File: src/rv_exec_pkg.sv
// rv32 execute stage shared types
package rv_exec_pkg;

  localparam int XLEN   = 32;
  localparam int REG_AW = 5;

  typedef logic [XLEN-1:0]   rdata_t;
  typedef logic [REG_AW-1:0] raddr_t;

  // operand source for either alu input
  typedef enum logic [1:0] {
    REG_RF = 2'd0,
    IMM    = 2'd1,
    ZERO   = 2'd2,
    PC     = 2'd3
  } op_sel_t;

  typedef enum logic [3:0] {
    ALU_ADD  = 4'd0,
    ALU_SUB  = 4'd1,
    ALU_SLT  = 4'd2,
    ALU_SLTU = 4'd3,
    ALU_XOR  = 4'd4,
    ALU_OR   = 4'd5,
    ALU_AND  = 4'd6,
    ALU_SLL  = 4'd7,
    ALU_SRL  = 4'd8,
    ALU_SRA  = 4'd9
  } alu_op_t;

  // same codes as the branch funct3 field
  typedef enum logic [2:0] {
    RV_B_BEQ  = 3'b000,
    RV_B_BNE  = 3'b001,
    RV_B_BLT  = 3'b100,
    RV_B_BGE  = 3'b101,
    RV_B_BLTU = 3'b110,
    RV_B_BGEU = 3'b111
  } branch_t;

  typedef enum logic [1:0] {
    LSU_NONE  = 2'd0,
    LSU_LOAD  = 2'd1,
    LSU_STORE = 2'd2
  } lsu_op_t;

  typedef enum logic [1:0] {
    LSU_BYTE = 2'd0,
    LSU_HALF = 2'd1,
    LSU_WORD = 2'd2
  } lsu_w_t;

  // execute to writeback record
  typedef struct packed {
    rdata_t result;
    raddr_t rd_addr;
    logic   we_rd;
  } s_ex_wb_t;

  localparam s_ex_wb_t EX_WB_RST = '0;

endpackage

File: src/id_ex_if.sv
// decode to execute bundle
`timescale 1ns/10ps

interface id_ex_if;
  import rv_exec_pkg::*;

  logic    id_valid;
  rdata_t  pc;
  rdata_t  imm;
  raddr_t  rs1_addr;
  raddr_t  rs2_addr;
  raddr_t  rd_addr;
  op_sel_t rs1_op;
  op_sel_t rs2_op;
  alu_op_t alu_op;
  logic    we_rd;
  logic    branch;
  branch_t branch_op;
  logic    jump;
  lsu_op_t lsu_op;
  lsu_w_t  lsu_w;

  modport src (
    output id_valid, pc, imm, rs1_addr, rs2_addr, rd_addr, rs1_op, rs2_op,
    output alu_op, we_rd, branch, branch_op, jump, lsu_op, lsu_w
  );

  modport dst (
    input id_valid, pc, imm, rs1_addr, rs2_addr, rd_addr, rs1_op, rs2_op,
    input alu_op, we_rd, branch, branch_op, jump, lsu_op, lsu_w
  );

endinterface

File: src/exec_alu.sv
// integer alu and branch compare
`timescale 1ns/10ps

module exec_alu (
  input  rv_exec_pkg::rdata_t  op1_i,
  input  rv_exec_pkg::rdata_t  op2_i,
  input  rv_exec_pkg::alu_op_t alu_op_i,
  input  rv_exec_pkg::branch_t branch_op_i,
  output rv_exec_pkg::rdata_t  res_o,
  output logic                 take_o
);
  import rv_exec_pkg::*;

  logic [4:0] shamt;

  // only the low five bits count for rv32 shifts
  assign shamt = op2_i[4:0];

  always_comb begin : alu
    case (alu_op_i)
      ALU_ADD:  res_o = op1_i + op2_i;
      ALU_SUB:  res_o = op1_i - op2_i;
      ALU_SLT:  res_o = rdata_t'($signed(op1_i) < $signed(op2_i));
      ALU_SLTU: res_o = rdata_t'(op1_i < op2_i);
      ALU_XOR:  res_o = op1_i ^ op2_i;
      ALU_OR:   res_o = op1_i | op2_i;
      ALU_AND:  res_o = op1_i & op2_i;
      ALU_SLL:  res_o = op1_i << shamt;
      ALU_SRL:  res_o = op1_i >> shamt;
      ALU_SRA:  res_o = rdata_t'($signed(op1_i) >>> shamt);
      default:  res_o = '0;
    endcase
  end : alu

  // compare on the same muxed operands
  always_comb begin : cmp
    case (branch_op_i)
      RV_B_BEQ:  take_o = (op1_i == op2_i);
      RV_B_BNE:  take_o = (op1_i != op2_i);
      RV_B_BLT:  take_o = ($signed(op1_i) < $signed(op2_i));
      RV_B_BGE:  take_o = ($signed(op1_i) >= $signed(op2_i));
      RV_B_BLTU: take_o = (op1_i < op2_i);
      RV_B_BGEU: take_o = (op1_i >= op2_i);
      default:   take_o = 1'b0;
    endcase
  end : cmp

endmodule

File: src/exec_top.sv
// execute stage top level
`timescale 1ns/10ps

module exec_top (
  input  logic                 clk,
  input  logic                 rst_n_i,
  input  logic                 id_valid_i,
  input  rv_exec_pkg::rdata_t  pc_i,
  input  rv_exec_pkg::rdata_t  imm_i,
  input  rv_exec_pkg::raddr_t  rs1_addr_i,
  input  rv_exec_pkg::raddr_t  rs2_addr_i,
  input  rv_exec_pkg::raddr_t  rd_addr_i,
  input  rv_exec_pkg::op_sel_t rs1_op_i,
  input  rv_exec_pkg::op_sel_t rs2_op_i,
  input  rv_exec_pkg::alu_op_t alu_op_i,
  input  logic                 we_rd_i,
  input  logic                 branch_i,
  input  rv_exec_pkg::branch_t branch_op_i,
  input  logic                 jump_i,
  input  rv_exec_pkg::lsu_op_t lsu_op_i,
  input  rv_exec_pkg::lsu_w_t  lsu_w_i,
  input  logic                 lsu_bp_i,
  output logic                 id_ready_o,
  output rv_exec_pkg::rdata_t  result_o,
  output rv_exec_pkg::raddr_t  rd_addr_o,
  output logic                 we_rd_o,
  output logic                 fetch_req_o,
  output rv_exec_pkg::rdata_t  fetch_addr_o,
  output rv_exec_pkg::lsu_op_t lsu_op_o,
  output rv_exec_pkg::lsu_w_t  lsu_width_o,
  output rv_exec_pkg::rdata_t  lsu_addr_o,
  output rv_exec_pkg::rdata_t  lsu_wdata_o
);
  import rv_exec_pkg::*;

  id_ex_if  id_ex ();
  raddr_t   rs1_addr;
  raddr_t   rs2_addr;
  rdata_t   rs1_data;
  rdata_t   rs2_data;
  s_ex_wb_t ex_wb;
  logic     rf_we;

  assign id_ex.id_valid  = id_valid_i;
  assign id_ex.pc        = pc_i;
  assign id_ex.imm       = imm_i;
  assign id_ex.rs1_addr  = rs1_addr_i;
  assign id_ex.rs2_addr  = rs2_addr_i;
  assign id_ex.rd_addr   = rd_addr_i;
  assign id_ex.rs1_op    = rs1_op_i;
  assign id_ex.rs2_op    = rs2_op_i;
  assign id_ex.alu_op    = alu_op_i;
  assign id_ex.we_rd     = we_rd_i;
  assign id_ex.branch    = branch_i;
  assign id_ex.branch_op = branch_op_i;
  assign id_ex.jump      = jump_i;
  assign id_ex.lsu_op    = lsu_op_i;
  assign id_ex.lsu_w     = lsu_w_i;

  execute u_execute (
    .clk          (clk),
    .rst_n_i      (rst_n_i),
    .id           (id_ex.dst),
    .rs1_addr_o   (rs1_addr),
    .rs2_addr_o   (rs2_addr),
    .rs1_data_i   (rs1_data),
    .rs2_data_i   (rs2_data),
    .lsu_bp_i     (lsu_bp_i),
    .id_ready_o   (id_ready_o),
    .ex_wb_o      (ex_wb),
    .fetch_req_o  (fetch_req_o),
    .fetch_addr_o (fetch_addr_o),
    .lsu_op_o     (lsu_op_o),
    .lsu_w_o      (lsu_width_o),
    .lsu_addr_o   (lsu_addr_o),
    .lsu_wdata_o  (lsu_wdata_o)
  );

  // x0 writes dropped at the writeback port
  assign rf_we = ex_wb.we_rd && (ex_wb.rd_addr != '0);

  reg_file u_reg_file (
    .clk        (clk),
    .rst_n_i    (rst_n_i),
    .rs1_addr_i (rs1_addr),
    .rs2_addr_i (rs2_addr),
    .rs1_data_o (rs1_data),
    .rs2_data_o (rs2_data),
    .we_i       (rf_we),
    .rd_addr_i  (ex_wb.rd_addr),
    .wdata_i    (ex_wb.result)
  );

  assign result_o  = ex_wb.result;
  assign rd_addr_o = ex_wb.rd_addr;
  assign we_rd_o   = ex_wb.we_rd;

endmodule

File: src/execute.sv
// execute stage
`timescale 1ns/10ps

module execute (
  input  logic                  clk,
  input  logic                  rst_n_i,
  id_ex_if.dst                  id,
  output rv_exec_pkg::raddr_t   rs1_addr_o,
  output rv_exec_pkg::raddr_t   rs2_addr_o,
  input  rv_exec_pkg::rdata_t   rs1_data_i,
  input  rv_exec_pkg::rdata_t   rs2_data_i,
  input  logic                  lsu_bp_i,
  output logic                  id_ready_o,
  output rv_exec_pkg::s_ex_wb_t ex_wb_o,
  output logic                  fetch_req_o,
  output rv_exec_pkg::rdata_t   fetch_addr_o,
  output rv_exec_pkg::lsu_op_t  lsu_op_o,
  output rv_exec_pkg::lsu_w_t   lsu_w_o,
  output rv_exec_pkg::rdata_t   lsu_addr_o,
  output rv_exec_pkg::rdata_t   lsu_wdata_o
);
  import rv_exec_pkg::*;

  s_ex_wb_t ex_wb_ff;
  s_ex_wb_t next_ex_wb;
  rdata_t   wb_value;
  rdata_t   op1;
  rdata_t   op2;
  rdata_t   alu_res;
  logic     alu_take;
  logic     wb_fwd_ok;
  logic     rs1_fwd;
  logic     rs2_fwd;
  logic     st_fwd;
  logic     shadow;
  logic     br_take_ff;
  logic     next_br_take;
  rdata_t   br_addr_ff;
  rdata_t   next_br_addr;
  logic     jmp_act_ff;
  logic     next_jmp_act;
  rdata_t   jmp_addr_ff;
  rdata_t   next_jmp_addr;

  assign rs1_addr_o = id.rs1_addr;
  assign rs2_addr_o = id.rs2_addr;
  assign wb_value   = ex_wb_ff.result;

  // bypass from the instruction now in writeback
  assign wb_fwd_ok = ex_wb_ff.we_rd && (ex_wb_ff.rd_addr != '0);
  assign rs1_fwd   = wb_fwd_ok && (id.rs1_op == REG_RF) && (id.rs1_addr == ex_wb_ff.rd_addr);
  assign rs2_fwd   = wb_fwd_ok && (id.rs2_op == REG_RF) && (id.rs2_addr == ex_wb_ff.rd_addr);
  assign st_fwd    = wb_fwd_ok && (id.lsu_op == LSU_STORE) && (id.rs2_addr == ex_wb_ff.rd_addr);

  always_comb begin : op_mux
    case (id.rs1_op)
      REG_RF:  op1 = rs1_fwd ? wb_value : rs1_data_i;
      IMM:     op1 = id.imm;
      ZERO:    op1 = '0;
      PC:      op1 = id.pc;
      default: op1 = '0;
    endcase
    case (id.rs2_op)
      REG_RF:  op2 = rs2_fwd ? wb_value : rs2_data_i;
      IMM:     op2 = id.imm;
      ZERO:    op2 = '0;
      PC:      op2 = id.pc;
      default: op2 = '0;
    endcase
  end : op_mux

  exec_alu u_alu (
    .op1_i       (op1),
    .op2_i       (op2),
    .alu_op_i    (id.alu_op),
    .branch_op_i (id.branch_op),
    .res_o       (alu_res),
    .take_o      (alu_take)
  );

  // the cycle after a redirect still executes but must not write or redirect
  assign shadow = fetch_req_o;

  always_comb begin : wb_next
    next_ex_wb.result  = id.jump ? (id.pc + rdata_t'(4)) : alu_res;
    next_ex_wb.rd_addr = id.rd_addr;
    next_ex_wb.we_rd   = id.id_valid && id.we_rd && !shadow;
    if (lsu_bp_i) begin
      next_ex_wb = ex_wb_ff;
    end
  end : wb_next

  always_comb begin : redirect_next
    next_br_take  = id.id_valid && id.branch && alu_take && !lsu_bp_i && !shadow;
    next_br_addr  = id.pc + id.imm;
    next_jmp_act  = id.id_valid && id.jump && !lsu_bp_i && !shadow;
    // jalr target has bit 0 forced low
    next_jmp_addr = {alu_res[XLEN-1:1], 1'b0};
  end : redirect_next

  always_ff @(posedge clk) begin
    if (!rst_n_i) begin
      ex_wb_ff    <= EX_WB_RST;
      br_take_ff  <= 1'b0;
      br_addr_ff  <= '0;
      jmp_act_ff  <= 1'b0;
      jmp_addr_ff <= '0;
    end else begin
      ex_wb_ff    <= next_ex_wb;
      br_take_ff  <= next_br_take;
      br_addr_ff  <= next_br_addr;
      jmp_act_ff  <= next_jmp_act;
      jmp_addr_ff <= next_jmp_addr;
    end
  end

  assign id_ready_o   = ~lsu_bp_i;
  assign ex_wb_o      = ex_wb_ff;
  assign fetch_req_o  = br_take_ff || jmp_act_ff;
  assign fetch_addr_o = br_take_ff ? br_addr_ff : jmp_addr_ff;

  // load/store request goes out in the same cycle
  assign lsu_op_o    = id.id_valid ? id.lsu_op : LSU_NONE;
  assign lsu_w_o     = id.lsu_w;
  assign lsu_addr_o  = alu_res;
  assign lsu_wdata_o = st_fwd ? wb_value : rs2_data_i;

  // redirect blocks its own successor
  a_single_redirect: assert property (
    @(posedge clk) disable iff (!rst_n_i)
    fetch_req_o |=> !fetch_req_o
  );

  a_hold_on_bp: assert property (
    @(posedge clk) disable iff (!rst_n_i)
    lsu_bp_i |=> $stable(ex_wb_ff)
  );

endmodule

File: src/reg_file.sv
// integer register file
`timescale 1ns/10ps

module reg_file (
  input  logic                clk,
  input  logic                rst_n_i,
  input  rv_exec_pkg::raddr_t rs1_addr_i,
  input  rv_exec_pkg::raddr_t rs2_addr_i,
  output rv_exec_pkg::rdata_t rs1_data_o,
  output rv_exec_pkg::rdata_t rs2_data_o,
  input  logic                we_i,
  input  rv_exec_pkg::raddr_t rd_addr_i,
  input  rv_exec_pkg::rdata_t wdata_i
);
  import rv_exec_pkg::*;

  // x0 has no storage
  rdata_t regs [1:31];

  always_ff @(posedge clk) begin
    if (!rst_n_i) begin
      for (int i = 1; i < 32; i++) begin
        regs[i] <= '0;
      end
    end else if (we_i && (rd_addr_i != '0)) begin
      regs[rd_addr_i] <= wdata_i;
    end
  end

  assign rs1_data_o = (rs1_addr_i == '0) ? '0 : regs[rs1_addr_i];
  assign rs2_data_o = (rs2_addr_i == '0) ? '0 : regs[rs2_addr_i];

  // writes to x0 are filtered on the writeback side
  a_no_x0_write: assert property (
    @(posedge clk) disable iff (!rst_n_i)
    we_i |-> (rd_addr_i != '0)
  );

endmodule

File: config.mk
export PLATFORM = sky130hd
export DESIGN_NAME = exec_top
export DESIGN_NICKNAME = d
export VERILOG_FILES = /design/src/rv_exec_pkg.sv /design/src/id_ex_if.sv /design/src/exec_alu.sv /design/src/exec_top.sv /design/src/execute.sv /design/src/reg_file.sv
export SDC_FILE = /design/constraint.sdc
export NUM_CORES = 2
export LEC_CHECK = 0
export BUFFER_PORTS_ARGS = -buffer_cell sky130_fd_sc_hd__buf_2
export CAP_MARGIN = 20
export CELL_PAD_IN_SITES_DETAIL_PLACEMENT = 1
export CELL_PAD_IN_SITES_GLOBAL_PLACEMENT = 1
export CORE_MARGIN = 1
export CORE_UTILIZATION = 56
export DETAILED_ROUTE_END_ITERATION = 8
export MAX_ROUTING_LAYER = met4
export PLACE_DENSITY = 0.84
export SYNTH_ARGS = -nofsm -noshare
export SYNTH_HDL_FRONTEND = slang
export SYNTH_SLANG_ARGS = --single-unit
File: constraint.sdc
create_clock -name clk -period 39.9 [get_ports clk]
set_input_delay 11.97 -clock clk [delete_from_list [all_inputs] [get_ports clk]]
set_output_delay 11.97 -clock clk [all_outputs]
set_load 0.01 [all_outputs]
==> flow_summary.toml, run 1 <==
[global_routing]
grt_overflow = 61
track_usage = 0.782
grt_start_max_net_pins = 126
antenna_found_initial = 68

[place]
place_area_um2 = 75000
hpwl_um = 231000
gp_congestion = 1.07
numPortBuffers = 236

[clocking]
clk_path_buf_depth = 3
numCtsBuffers = 117
holdBufCountCts = 0
post-cts-setup-buffers = 0
clkSinkCount = 1127
cts_resized = 0
h-tree-depth = 3
root_buffer = "clkbuf_16"

[yosys]
synth_edf_count = 1024
synth.distinct_cells = 118
ys_ff_latch = 1127
ys_async_sr_fraction = 0
syn_avg_cell_area_um2 = 12.0
yosys_warnings = 0
yosys_most_used_dff = "edfxtp_1"
yosysSeqAreaShare = 0.455
netlist_instances = 6027
syn-cell-area_um2 = 72000

[floorplanning]
dieHeight_um = 361
die_x_um = 361
num_rows = 131
initial_core_util = 0.565
io_pins = 241

[run_status]
stop_stage = "5_1_grt"
error_line = "[ERROR GRT-0232] Routing congestion too high. Check the congestion heatmap in the GUI."
outcome = "aborted with a tool error"
per-layer routing:
| metal | global-route usage | overflow |
|---|---|---|
| met1 | 0.783 | 0 |
| met2 | 0.915 | 27 |
| met4 | 0.760 | 33 |
| met3 | 0.618 | 1 |
| met5 | - | - |
stage by stage:
step                utilization  worst slack (ns)  cells
floorplan                     -             10.03   6058
global placement          0.588              7.36   7594
CTS                       0.618              7.10   7808
detailed placement        0.588              7.21   7595
synthesized netlist by cell type, types with 14 or more instances:
master / number / share of area
a211oi_1: 42 / 0.0044
a21o_1: 37 / 0.0039
a21oi_1: 251 / 0.017
a221oi_1: 23 / 0.0028
a22oi_1: 80 / 0.0083
a31oi_1: 35 / 0.0030
a32oi_1: 22 / 0.0027
and2_1: 998 / 0.087
and3_1: 33 / 0.0029
buf_1: 57 / 0.0030
buf_2: 61 / 0.0042
buf_4: 25 / 0.0026
buf_6: 26 / 0.0041
clkbuf_1: 391 / 0.020
dfxtp_1: 103 / 0.029
edfxtp_1: 1024 / 0.43
ha_1: 131 / 0.023
inv_1: 115 / 0.0060
mux2_2: 67 / 0.010
mux2i_1: 227 / 0.032
mux4_1: 14 / 0.0051
mux4_2: 510 / 0.16
nand2_1: 321 / 0.017
nand2b_1: 36 / 0.0031
nand3_1: 80 / 0.0056
nand4_1: 19 / 0.0016
nor2_1: 309 / 0.016
nor2b_1: 34 / 0.0030
nor3_1: 128 / 0.0089
nor4_1: 34 / 0.0030
o211ai_1: 43 / 0.0045
o21a_1: 17 / 0.0018
o21ai_0: 212 / 0.015
o21ai_1: 15 / 0.0010
o221ai_1: 19 / 0.0023
o22ai_1: 55 / 0.0048
o31ai_1: 49 / 0.0051
or2_2: 16 / 0.0014
or3_1: 16 / 0.0014
xnor2_1: 64 / 0.0078
xor2_1: 26 / 0.0032
cell families after synthesis:
kind of cell	synth area share
adder cells (fa/ha/maj)	0.0236
AO/OA/AOI/OAI	0.100
flip-flops	0.455
buffers and inverters	0.0446
AND/OR/NAND/NOR	0.157
other	0.0000521
XOR/XNOR	0.0109
multiplexers	0.208
==> run 2, diff against run 1 <==
- CELL_PAD_IN_SITES_DETAIL_PLACEMENT: 1 -> unset
- CELL_PAD_IN_SITES_GLOBAL_PLACEMENT: 1 -> unset
- CORE_UTILIZATION: 56 -> 40
- MAX_ROUTING_LAYER: met4 -> unset
- PLACE_DENSITY: 0.84 -> unset
- PLACE_DENSITY_LB_ADDON: unset -> 0.15
==> flow_summary.toml, run 2 <==
[sta]
fin_worst_skew_ns = 0.0406
rsz0062_at_grt = "no"
setup_violations = 0
final_hold_viol_count = 0
tightest_slew_ns = 1.35
timing.setup.tns_ns = 0
relSlewSlack = 0.0992
fmax_mhz = 31.1
slew_violations = 0
post-route-period-util = 0.807
finalCriticalPeriod_ns = 32.21
setup_ws_ns = 7.69

[route]
highest_layer = "met5"
met2_length_um = 152000
vias = 55600
firstDrtPassIters = 6
wl_met1_um = 126000
wl_um = 333000
via_per_inst = 6.51
wl_per_cell_um = 39.0
ant_nets = 0
dr.first_iter.drc_count = 7610
drcViolationCount = 0
wl_met3_um = 29000

[critical_path]
critical_path_required_ns = 27.93
worst_setup_path_end_kind = "primary output"
cp_slowest_cell = "a221oi_1"
critPathMaxFanout = 78
arrival_ns = 20.24
startpoint_type = "primary input"
cp_top_family = "compound AO/OA/AOI/OAI gates"
crit_chain = "buf_8 -> buf_4 -> buf_12 -> mux4_2 -> mux4_2 -> mux2i_1 -> nor3_1 -> a21oi_1 -> nor2_1 -> a21oi_1 -> o21ai_0 -> ha_1 -> a211oi_1 -> or3_1 -> a221o_1 -> a221oi_2 -> buf_4 -> o2111ai_1 -> a221oi_1 -> xnor2_1 -> a32oi_1 -> nand3_1 -> buf_2"
slowest_delay_ns = 0.81
worstSetupPathType = "primary input to primary output"
crit_buf_inv = 5

[yosys]
yosys_warnings = 0
syn-cell-area_um2 = 72000
synth_area_leaders = "edfxtp_1 (43%), mux4_2 (16%), and2_1 (8.7%)"
synth_common_cells = "edfxtp_1 (1024), and2_1 (998), mux4_2 (510)"
syn_avg_cell_area_um2 = 12.0
yosysMostFrequentCell = "edfxtp_1"
synth.distinct_cells = 118
yosysSeqAreaShare = 0.455
yosys.area.top_type_share = 0.427
yosys_most_used_dff = "edfxtp_1"
ys_ff_latch = 1127
synth_top_area_cell = "edfxtp_1"
netlist_instances = 6027
synth_edf_count = 1024
ys_async_sr_fraction = 0

[place]
hpwl_um = 229000
place_inst = 8310
place_ws_ns = 7.68
gp_congestion = 1.05
numPortBuffers = 236

[final_layout]
layout.nets = 6328
fin_util = 0.449
fin_cells = 8551
largest_reg_flops = 1024
fill_cells = 16300
most-common-layout-cells = "edfxtp_1 (1024), and2_1 (998), mux4_2 (510)"
layout_commonest_cell = "edfxtp_1"
final_layout_size_suffix_gt1_frac = 0.227
syn2layout_area_growth_pct = 11.2
regMostFlops = "u_reg_file.regs"

[global_routing]
track_usage = 0.362
grt_overflow = 0
grt_start_max_net_pins = 97
antenna_found_initial = 19
grt_first_pass_wirelength_um = 453000
grt_pass1_vias = 54100

[clocking]
root_buffer = "clkbuf_16"
cts_tree = "built"
post-cts-setup-buffers = 0
clk_path_buf_depth = 3
path_clk_slew_ns = 0.06
clkSinkCount = 1127
holdBufCountCts = 0
h-tree-depth = 4
clock_latency_ns = 0.82
numCtsBuffers = 134
cts_resized = 0

[floorplanning]
dieHeight_um = 426
die_x_um = 426
dieArea_um2 = 182000
core_um2 = 179000
io_pins = 241
num_rows = 155
initial_core_util = 0.403

[worst_hold_path]
hold_path_class = "register to register"

[power_and_ir_drop]
total_power_uw = 3320
leakagePower_uw = 0.0298
power.density_nw_per_um2 = 41.4
vdd_drop_max_v = 0.0000439

[run]
maxCapViolCount = 0

[run_status]
outcome = "complete, no violations"
## run 2: through the flow
| step | instance area (um^2) | hold WS [ns] |
|---|---|---|
| detailed placement | 76000 | 0.592 |
| global placement | 76000 | 0.604 |
| global route | 80100 | 0.660 |
| finish | 80100 | 0.614 |
| floorplan | 72200 | 0.498 |
| CTS | 80100 | 0.611 |
## run 2: path summary, 6_finish.rpt
path | slack (ns) | cells past startpoint | to | startpoint
max | 7.69 | 23 | lsu_addr_o[0] | rs2_addr_i[0]
min | 0.61 | 2 | u_execute.wb_value[1] | u_execute.wb_value[1]
max reg2reg | 31.66 | 22 | u_execute.wb_value[0] | u_execute.ex_wb_o[4]
min reg2reg | 0.61 | 2 | u_execute.wb_value[1] | u_execute.wb_value[1]
## run 2: where the power goes
part | leakage, uW | switching [uW] | internal (uW) | total [uW]
registers | 0.0114 | 26.0 | 1330 | 1360
logic | 0.0164 | 521 | 245 | 767
clock network | 0.00200 | 523 | 667 | 1190
total | 0.0298 | 1070 | 2250 | 3320
## run 2: kinds of logic (layout without fill, tap and decap cells)
kind of cell | after synthesis | in the layout | share of synthesized area
simple gates | 2079 | 2079 | 0.157
flops | 1127 | 1127 | 0.455
compound gates | 1067 | 1067 | 0.100
mux | 824 | 824 | 0.208
buf+inv | 705 | 835 | 0.0446
fa+ha+maj | 134 | 134 | 0.0236
xor+xnor | 90 | 90 | 0.0109
other cells | 1 | 40 | 0.0000521
## run 2: cell type report
type | count | area [um^2] | share of cell area
diodes | 8 | 20.0 | 0.000250
clock buffers | 170 | 3620 | 0.0452
clock inverters | 61 | 445 | 0.00556
inverters | 130 | 500 | 0.00625
multi-input cells | 4226 | 36800 | 0.459
flip-flops and latches | 1127 | 32800 | 0.409
well taps | 2355 | 2950 | 0.0368
repair buffers | 474 | 3040 | 0.0379
## run 2: routing by layer
layer	vias to the layer above	global-route usage
li1	22900	-
met1	28500	0.454
met2	3362	0.571
met3	820	0.0709
met4	8	0.237
met5	-	0
## run 2: tightest hold or removal path: cells and delay by family, from the launching register on
family,cells,cell delay [ns]
DFF,1,0.32
AOI/OAI and AO/OA,2,0.25
(Power assumes the default switching activity.)
